<file path="config.mk">
export PLATFORM = sky130hd
export DESIGN_NAME = decoder_id_stage
export DESIGN_NICKNAME = d
export VERILOG_FILES = /design/src/hdl/rv_isa_pkg.sv /design/src/hdl/id_pkg.sv /design/src/hdl/decoder_id_stage.sv /design/src/hdl/alu_ctrl.sv /design/src/hdl/imm_gen.sv /design/src/hdl/inst_format_decode.sv
export SDC_FILE = /design/constraint.sdc
export NUM_CORES = 1
export LEC_CHECK = 0
export BUFFER_PORTS_ARGS = -buffer_cell sky130_fd_sc_hd__buf_2
export CAP_MARGIN = 5
export CORE_MARGIN = 1.5
export CORE_UTILIZATION = 43
export CTS_BUF_LIST = sky130_fd_sc_hd__clkbuf_8
export CTS_CLUSTER_SIZE = 40
export DETAILED_ROUTE_END_ITERATION = 8
export PLACE_DENSITY = 0.71
export SLEW_MARGIN = 30
export SYNTH_ARGS = -nofsm -noshare
export SYNTH_HDL_FRONTEND = slang
export SYNTH_SLANG_ARGS = --single-unit
</file>
<file path="constraint.sdc">
create_clock -name clk -period 3.5 [get_ports clk]
set_input_delay 0.175 -clock clk [delete_from_list [all_inputs] [get_ports clk]]
set_output_delay 0.175 -clock clk [all_outputs]
set_load 0.1 [all_outputs]
</file>
<file path="src/hdl/rv_isa_pkg.sv">
package rv_isa_pkg;

    // Base widths
    localparam int xlen_w    = 32;  // Immediate width
    localparam int instr_w   = 32;  // Instruction width
    localparam int reg_idx_w = 5;   // x0..x31

    // Major opcodes, standard RISC-V encodings
    typedef enum logic [6:0] {
        OP_LOAD   = 7'b0000011,  // LB/LH/LW/LD/LBU/LHU/LWU
        OP_I_ALU  = 7'b0010011,  // ADDI, ANDI, shifts by immediate
        OP_AUIPC  = 7'b0010111,
        OP_I_W    = 7'b0011011,  // RV64 word immediates
        OP_STORE  = 7'b0100011,
        OP_R      = 7'b0110011,  // Register-register ALU
        OP_LUI    = 7'b0110111,
        OP_BRANCH = 7'b1100011,
        OP_JALR   = 7'b1100111,
        OP_JAL    = 7'b1101111
    } opcode_e;

    // Instruction formats
    typedef enum logic [2:0] {
        FMT_R,
        FMT_I,
        FMT_S,
        FMT_B,
        FMT_U,
        FMT_J,
        FMT_NONE  // Opcode not recognised
    } inst_fmt_e;

    // Raw fields, MSB first as laid out in the instruction word
    typedef struct packed {
        logic [6:0]           funct7;  // [31:25]
        logic [reg_idx_w-1:0] rs2;     // [24:20]
        logic [reg_idx_w-1:0] rs1;     // [19:15]
        logic [2:0]           funct3;  // [14:12]
        logic [reg_idx_w-1:0] rd;      // [11:7]
        opcode_e              opcode;  // [6:0]
    } inst_fields_t;

endpackage
</file>
<file path="src/hdl/id_pkg.sv">
package id_pkg;

    import rv_isa_pkg::*;

    // ALU operations handed to EX, one code each
    typedef enum logic [4:0] {
        ALU_ADD,   // Also address calc for loads, stores, JALR, AUIPC
        ALU_SUB,
        ALU_AND,
        ALU_OR,
        ALU_XOR,
        ALU_SLL,
        ALU_SRL,
        ALU_SRA,
        ALU_SLTU,
        ALU_PASS,  // LUI, immediate straight through
        ALU_BEQ,
        ALU_BNE,
        ALU_BLT,
        ALU_BGE,
        ALU_BLTU,
        ALU_BGEU,
        ALU_LINK,  // JAL return address
        ALU_NONE   // Unsupported encoding
    } alu_op_e;

    // Contents of the ID pipeline register
    typedef struct packed {
        logic [reg_idx_w-1:0] rs1;
        logic [reg_idx_w-1:0] rs2;
        logic [reg_idx_w-1:0] rd;
        logic [2:0]           funct3;
        logic [6:0]           funct7;
        logic [6:0]           opcode;        // Raw bits, unknown opcodes pass through
        alu_op_e              alu_op;
        logic [xlen_w-1:0]    imm_signed;    // Two's complement
        logic [xlen_w-1:0]    imm_unsigned;  // Branch offset, zero-extended
    } id_decoded_t;

endpackage

</file>
<file path="src/hdl/decoder_id_stage.sv">
module decoder_id_stage
    import rv_isa_pkg::*;
    import id_pkg::*;
(
    input  logic               clk,
    input  logic               rst,
    input  logic               instr_valid,
    input  logic [instr_w-1:0] instr,
    output logic               id_valid,
    output id_decoded_t        id_out
);

    inst_fields_t      fields_raw;   // Instruction viewed as fields
    inst_fields_t      fields_clr;   // After format clearing
    inst_fmt_e         fmt;
    logic [xlen_w-1:0] imm_signed;
    logic [xlen_w-1:0] imm_unsigned;
    alu_op_e           alu_op;
    id_decoded_t       id_next;      // Register input

    assign fields_raw = inst_fields_t'(instr);

    inst_format_decode i_fmt (
        .fields_in  (fields_raw),
        .fmt        (fmt),
        .fields_out (fields_clr)
    );

    imm_gen i_imm (
        .instr        (instr),
        .fmt          (fmt),
        .imm_signed   (imm_signed),
        .imm_unsigned (imm_unsigned)
    );

    // Raw funct bits, the cleared copies lose shift info
    alu_ctrl i_alu_ctrl (
        .fmt    (fmt),
        .opcode (fields_raw.opcode),
        .funct3 (fields_raw.funct3),
        .funct7 (fields_raw.funct7),
        .alu_op (alu_op)
    );

    always_comb begin
        id_next.rs1          = fields_clr.rs1;
        id_next.rs2          = fields_clr.rs2;
        id_next.rd           = fields_clr.rd;
        id_next.funct3       = fields_clr.funct3;
        id_next.funct7       = fields_clr.funct7;
        id_next.opcode       = fields_clr.opcode;
        id_next.alu_op       = alu_op;
        id_next.imm_signed   = imm_signed;
        id_next.imm_unsigned = imm_unsigned;
    end

    // ID pipeline register, one instruction deep
    always_ff @(posedge clk) begin
        if (rst) begin
            id_valid <= 1'b0;
            id_out   <= '0;
        end else begin
            id_valid <= instr_valid;   // Bubble follows an idle cycle
            if (instr_valid) begin
                id_out <= id_next;     // Holds last value otherwise
            end
        end
    end

endmodule

</file>
<file path="src/hdl/alu_ctrl.sv">
module alu_ctrl
    import rv_isa_pkg::*;
    import id_pkg::*;
(
    input  inst_fmt_e  fmt,
    input  opcode_e    opcode,
    input  logic [2:0] funct3,
    input  logic [6:0] funct7,   // Raw, shifts need bit 30
    output alu_op_e    alu_op
);

    logic f7_zero;   // funct7 all zero
    logic f7_alt;    // funct7 == 0100000, SUB/SRA
    logic shamt6_ok; // RV64 shift by imm, funct7[0] is shamt[5]

    assign f7_zero   = (funct7 == 7'b0000000);
    assign f7_alt    = (funct7 == 7'b0100000);
    assign shamt6_ok = (funct7[6] == 1'b0) && (funct7[4:1] == 4'b0000);

    always_comb begin
        alu_op = ALU_NONE;  // Anything unmatched
        case (fmt)
            FMT_R: begin
                case (funct3)
                    3'b000: begin
                        if (f7_zero)     alu_op = ALU_ADD;
                        else if (f7_alt) alu_op = ALU_SUB;
                    end
                    3'b001: if (f7_zero) alu_op = ALU_SLL;
                    3'b011: if (f7_zero) alu_op = ALU_SLTU;
                    3'b100: if (f7_zero) alu_op = ALU_XOR;
                    3'b101: begin
                        if (f7_zero)     alu_op = ALU_SRL;
                        else if (f7_alt) alu_op = ALU_SRA;
                    end
                    3'b110: if (f7_zero) alu_op = ALU_OR;
                    3'b111: if (f7_zero) alu_op = ALU_AND;
                    default: ;          // SLT not supported
                endcase
            end
            FMT_I: begin
                case (opcode)
                    OP_I_ALU: begin
                        case (funct3)
                            3'b000: alu_op = ALU_ADD;
                            3'b001: if (funct7[6:1] == 6'b0) alu_op = ALU_SLL;
                            3'b011: alu_op = ALU_SLTU;
                            3'b100: alu_op = ALU_XOR;
                            3'b101: begin
                                // Bit 30 picks arithmetic shift
                                if (shamt6_ok) alu_op = funct7[5] ? ALU_SRA : ALU_SRL;
                            end
                            3'b110: alu_op = ALU_OR;
                            3'b111: alu_op = ALU_AND;
                            default: ;  // SLTI
                        endcase
                    end
                    OP_I_W: begin
                        // Word shifts have 5-bit shamt, funct7 fully checked
                        case (funct3)
                            3'b000: alu_op = ALU_ADD;
                            3'b001: if (f7_zero) alu_op = ALU_SLL;
                            3'b101: begin
                                if (f7_zero)     alu_op = ALU_SRL;
                                else if (f7_alt) alu_op = ALU_SRA;
                            end
                            default: ;
                        endcase
                    end
                    OP_JALR: if (funct3 == 3'b000) alu_op = ALU_ADD;  // Target address
                    OP_LOAD: if (funct3 != 3'b111) alu_op = ALU_ADD;  // Effective address
                    default: ;
                endcase
            end
            FMT_S: if (funct3[2] == 1'b0) alu_op = ALU_ADD;  // SB..SD
            FMT_B: begin
                case (funct3)
                    3'b000:  alu_op = ALU_BEQ;
                    3'b001:  alu_op = ALU_BNE;
                    3'b100:  alu_op = ALU_BLT;
                    3'b101:  alu_op = ALU_BGE;
                    3'b110:  alu_op = ALU_BLTU;
                    3'b111:  alu_op = ALU_BGEU;
                    default: ;
                endcase
            end
            FMT_U: alu_op = (opcode == OP_LUI) ? ALU_PASS : ALU_ADD;  // AUIPC adds PC
            FMT_J: alu_op = ALU_LINK;
            default: ;  // FMT_NONE
        endcase
    end

endmodule

</file>
<file path="src/hdl/imm_gen.sv">
module imm_gen
    import rv_isa_pkg::*;
    import id_pkg::*;
(
    input  logic [instr_w-1:0] instr,
    input  inst_fmt_e          fmt,
    output logic [xlen_w-1:0]  imm_signed,
    output logic [xlen_w-1:0]  imm_unsigned
);

    logic        sign;     // Immediate sign, always instr[31]
    logic [12:0] b_off;    // Branch offset before extension

    assign sign  = instr[31];
    // Scattered B-type bits, LSB implied zero
    assign b_off = {instr[31], instr[7], instr[30:25], instr[11:8], 1'b0};

    always_comb begin
        case (fmt)
            FMT_I:   imm_signed = {{(xlen_w - 12){sign}}, instr[31:20]};
            FMT_S:   imm_signed = {{(xlen_w - 12){sign}}, instr[31:25], instr[11:7]};
            FMT_B:   imm_signed = {{(xlen_w - 13){sign}}, b_off};
            FMT_U:   imm_signed = {instr[31:12], 12'b0};  // Upper 20 bits
            FMT_J: begin
                // imm[20|10:1|11|19:12] in the word
                imm_signed = {{(xlen_w - 21){sign}}, instr[31], instr[19:12],
                              instr[20], instr[30:21], 1'b0};
            end
            default: imm_signed = '0;  // FMT_R, FMT_NONE
        endcase
    end

    // Zero-extended offset for BLTU/BGEU consumers
    always_comb begin
        if (fmt == FMT_B) begin
            imm_unsigned = {{(xlen_w - 13){1'b0}}, b_off};
        end else begin
            imm_unsigned = '0;
        end
    end

endmodule

</file>
<file path="src/hdl/inst_format_decode.sv">
module inst_format_decode
    import rv_isa_pkg::*;
(
    input  inst_fields_t fields_in,
    output inst_fmt_e    fmt,
    output inst_fields_t fields_out
);

    // Opcode to format
    always_comb begin
        case (fields_in.opcode)
            OP_R:      fmt = FMT_R;
            OP_I_ALU,
            OP_I_W,
            OP_JALR,
            OP_LOAD:   fmt = FMT_I;   // All share the 12-bit immediate
            OP_STORE:  fmt = FMT_S;
            OP_BRANCH: fmt = FMT_B;
            OP_LUI,
            OP_AUIPC:  fmt = FMT_U;
            OP_JAL:    fmt = FMT_J;
            default:   fmt = FMT_NONE;
        endcase
    end

    // Zero fields the format does not carry
    // so the register file never sees stray indices
    always_comb begin
        fields_out = fields_in;  // FMT_R keeps everything
        case (fmt)
            FMT_I: begin
                fields_out.rs2    = '0;  // Immediate bits
                fields_out.funct7 = '0;
            end
            FMT_S,
            FMT_B: begin
                fields_out.rd     = '0;  // Low immediate bits, no writeback
                fields_out.funct7 = '0;
            end
            FMT_U,
            FMT_J: begin
                // Only rd and opcode are real here
                fields_out.rs1    = '0;
                fields_out.rs2    = '0;
                fields_out.funct3 = '0;
                fields_out.funct7 = '0;
            end
            FMT_NONE: begin
                fields_out.rs1    = '0;
                fields_out.rs2    = '0;
                fields_out.rd     = '0;
                fields_out.funct3 = '0;
                fields_out.funct7 = '0;  // Opcode left for debug
            end
            default: ;  // FMT_R
        endcase
    end

endmodule

</file>
### Word-level counts from Yosys, hierarchy flattened

Cells that the tools add are included.

* logic and storage cells: 76
* bits in registers: 102

* equality and inequality tests: 24
* bitwise gates (word level): 1
* mux-type cells: 29
* reduce and logical (&&, ||, !) cells: 12

Operators by type and width (number)
* 32-bit case mux with 5 select lines: 1
* 5-bit two-way mux: 16
* 5-bit case mux with 7 select lines: 2
* 5-bit case mux with 6 select lines: 2
* 7-bit by 6-bit == test with 1-bit output, second input constant: 4
* 3-bit == test, second input constant: 7
* 7-bit by 5-bit == test with 1-bit output, second input constant: 3
* 7-bit == test, second input constant: 3
* 5-bit case mux with 4 select lines: 1
* 3-bit case mux with 6 select lines: 1
* 5-bit case mux with 3 select lines: 1
* 13-bit two-way mux: 1
* 3-bit by 2-bit == test with 1-bit output, second input constant: 3
* 8-bit two-way mux: 1
* 4-bit OR reduction: 2
* 7-bit by 2-bit == test with 1-bit output, second input constant: 1
* 7-bit zero test: 1
* 7-bit two-way mux: 1
* 3-bit by 1-bit == test with 1-bit output, second input constant: 2
* 3-bit zero test: 2
* 6-bit zero test: 1
* 3-bit OR reduction: 2
* 6-bit OR reduction: 1
* 4-bit zero test: 1
* 6 further kinds: 6

### Longest topological paths before layout

* word-level depth: 6
* mapped depth: 16
* gate-level depth less buffers: 14

### Cells and area by module

From an unflattened synthesis, not the netlist that was laid out.

* cells, all modules: 578
* area total of the unflattened synthesis: 5305.1 um^2

By module, submodules not included
* decoder_id_stage: sequential area each 2042.0 um^2, area an instance 3683.5 um^2, cells an instance 328, instances 1
* imm_gen: sequential area each 0.0 um^2, area an instance 665.6 um^2, cells an instance 102, instances 1
* alu_ctrl: sequential area each 0.0 um^2, area an instance 574.3 um^2, cells an instance 90, instances 1
* inst_format_decode: sequential area each 0.0 um^2, area an instance 381.6 um^2, cells an instance 58, instances 1

### Least setup slack after synthesis

Ideal clock, no wire load.

* path type: input to register
* start: in instr[4]
* end: reg id_out[53] in the netlist's numbering
* stages on the path: 15
* buffers on the path: 3
* data required time: 3.378 ns
* setup time: 0.122 ns
* slack: 0.422 ns
* arrival time: 2.957 ns
* cells stage by stage: buf_2 nor3b_1 o211ai_2 ha_1 a21bo_1 a21oi_1 or2_2 inv_1 ha_1 clkbuf_1 or2_2 a21oi_1 nor3b_2 buf_6 a221o_1

* cells in the longest elaborated chain, start to end: 5
* elaborated cells on any way between the ends: 19
* those cells by class: eq/ne (15); mux (2); reduce/logical (2)

RTL lines
* start, declared: line decoder_id_stage.sv:8 `input logic [instr_w-1:0] instr,`
* 7-bit by 5-bit == test with 1-bit output (tied with other cells): line inst_format_decode.sv:11 `case (fields_in.opcode)`
* 4-bit OR reduction / 2-bit OR reduction (equally long branches): line inst_format_decode.sv:11
* 3-bit case mux with 6 select lines (*): line inst_format_decode.sv:11
* 3-bit == test (tied with other cells): line imm_gen.sv:19 `case (fmt)`
* 32-bit case mux with 5 select lines (*): line imm_gen.sv:19
* end signal, assigned: line decoder_id_stage.sv:65 `id_out <= id_next;`
* end, declared: line decoder_id_stage.sv:10 `output id_decoded_t id_out`

Every way passes the cells marked *; elsewhere a longest branch is shown, timed or not.
A chain may end at the register's enable or synchronous reset.

### Worst setup path after layout

* start: in instr[3]
* end: reg id_out[61] in the netlist's numbering

Same word-level chain as after synthesis.

==> run metrics <==
Pre-antenna DRT Iters 4; crit path kind in2reg; I/O Pins 137; Post-Route WL 9770 µm; die width 96.4 µm; predominant post-synthesis flop cell dfxtp_1; max-cap viol count 0; crit end category flip-flop; initial antenna violation count 0; Max Slew Vio Count 0; vias in the first global route 3,007; Async SR Flop Fraction 0%; cell area after synthesis 0.00375 mm²; pwr/cell area 431 mW/mm²; Max H-tree Level 3; Mapped Cells 386; crit-path cells buf_2 > nor4bb_2 > and3_1 > inv_1 > ha_1 > a21bo_1 > a21oi_1 > or2_2 > inv_1 > ha_1 > buf_4 > a21oi_1 > nor3b_2 > a221o_1; relative slew slack 57.0%; worst clock skew 0 ns; Synth top cells by count 82 x dfxtp_1, 47 x a22o_1, 27 x nand2_1, 22 x a21oi_1, 22 x buf_4; cell at the slowest stage of the critical path nor3b_2; RSZ-0062 raised after global routing no; via count 3,334; Multi-input gate area 0.00186 mm²; Num CTS Buffers 9; remaining global-route overflow 0; synth top area cells dfxtp_1 44%, a22o_1 11%, buf_4 4.4%; top cell type's share of synthesized area 43.7%; final net count 535; die height 96.4 µm; hold_buf cts 0; CP bufs+invs 4; Initial Utilization 45.0%; Antenna diodes 0; synth warn 0; Worst EP required 3.79 ns; FF+latch count, synth 82; worst slew pin tran 0.642 ns; Fillers 788; Port Buffers 116; crit path launch type primary input; worst path arrival time 3.26 ns; die area 0.00930 mm²; Fin Hold WS 0.0476 ns; Worst path max stage delay 0.57 ns; Syn Area/Cell 9.72 µm²; area leader, netlist dfxtp_1; first-pass GRT wire length 15,000 µm; final setup fails 0; Post-synth EDFFs 0; Detail Placement HPWL 7170 µm; post-CTS setup buffer count 0; CTS clk-pin slew, worst paths 0.09 ns; deepest clock path buffer count 2; # rows 33; largest net degree at the start of global routing 50; CP Max Fanout 11; Iter 0 DRT Violations 180; number of remaining DRC errors 0; register area 0.00164 mm²; Post-CTS Resized 0; Final Cycle Share 84.8%; Largest delay share family, worst path simple AND/OR/NAND/NOR gates; Max VDD drop 212 µV; Worst-Skew Late Latency 0.35 ns; outcome complete, no violations; CTS tree built; share of cells above drive strength 1 31.9%; Placer Congestion 0.842; sequential area share after synthesis 43.7%; Leak 2.10 nW; count leader, synth dfxtp_1; Routed WL per cell 16.2 µm; GRT Util Overall 21.0%; Clock Tree Root clkbuf_8; area grow syn2layout 20.4%; Tmin final 2.97 ns; Final Hold Viols 0; FMAX 337 MHz; setup TNS 0 ns; Clock Sinks 82; Core Area 0.00834 mm²; Yosys cell types 69; Antenna Violating Nets Remaining 0; Vias/cell 5.52; Hold Crit Class in2reg
-- per-stage QoR --
stage / area (µm²) / power, mW / cells / util (%) / setup slack [ns]
2_1_floorplan: 3820 / 1.26 / 405 / - / 0.422
3_3_place_gp: 4320 / 1.30 / 588 / 51.8 / 0.332
3_5_place_dp: 4320 / 1.31 / 588 / 51.8 / 0.206
4_1_cts: 4520 / 1.96 / 604 / 54.2 / 0.569
5_1_grt: 4520 / 2.03 / 604 / 54.2 / 0.332
6_report: 4520 / 1.95 / 604 / 54.2 / 0.532
-- placed cells by master, fill, tap and decap left out, types with 9 or more instances in the layout --
| master | count |
|---|---|
| dfxtp_1 | 82 |
| conb_1 | 20 |
| a22o_1 | 47 |
| buf_4 | 9 |
| buf_2 | 116 |
| nand2_1 | 27 |
| o21ai_0 | 10 |
| clkbuf_8 | 9 |
| a221o_1 | 11 |
| inv_1 | 11 |
| a21oi_1 | 22 |
| nor2_1 | 19 |
-- logic make-up (layout without fill, tap and decap cells) --
| logic type | count (synthesis) | count (layout) | synth area share (%) |
|---|---|---|---|
| other | 1 | 20 | 0.0999 |
| buffers and inverters | 58 | 152 | 8.74 |
| adder cells (fa/ha/maj) | 6 | 6 | 2.00 |
| XOR/XNOR | 2 | 2 | 0.467 |
| multiplexers | 8 | 8 | 2.13 |
| AO/OA/AOI/OAI | 140 | 140 | 30.0 |
| flip-flops | 82 | 82 | 43.7 |
| AND/OR/NAND/NOR | 89 | 89 | 12.8 |
-- routing by layer --
layer,vias up,global-route usage [%],part of all wire (%)
met5,-,0,0
met4,0,4.95,0.84
met3,10,4.62,7.6
met2,155,33.0,44
met1,1564,29.2,47
li1,1605,-,-
-- state kept, by name (all words and copies together) (netlist names) --
signal,count
id_valid,1
id_out,81
-- power breakdown --
group | internal [mW] | leakage, nW | switching [mW]
clock network | 0.278 | 0.0931 | 0.383
logic | 0.0570 | 1.35 | 0.278
registers | 0.944 | 0.663 | 0.00580
-- area by class of cell --
cell class | instances | area share [%]
Multi-Input combinational cell | 265 | 41.2
Sequential cell | 82 | 36.3
Timing Repair Buffer | 125 | 14.3
Tap cell | 105 | 2.91
Clock buffer | 9 | 2.74
Clock inverter | 7 | 1.58
Inverter | 11 | 0.914
-- path summary, 6_finish.rpt --
kind	from	endpoint	slack, ns	cells past startpoint
setup / recovery	instr[3]	id_out[61]	0.53	14
hold / removal	instr[15]	id_out[96]	0.05	2
setup reg to reg	id_out[58]	id_out[58]	2.76	1
hold reg to reg	id_out[48]	id_out[48]	0.45	2
Power figures use the tool's default switching activity.
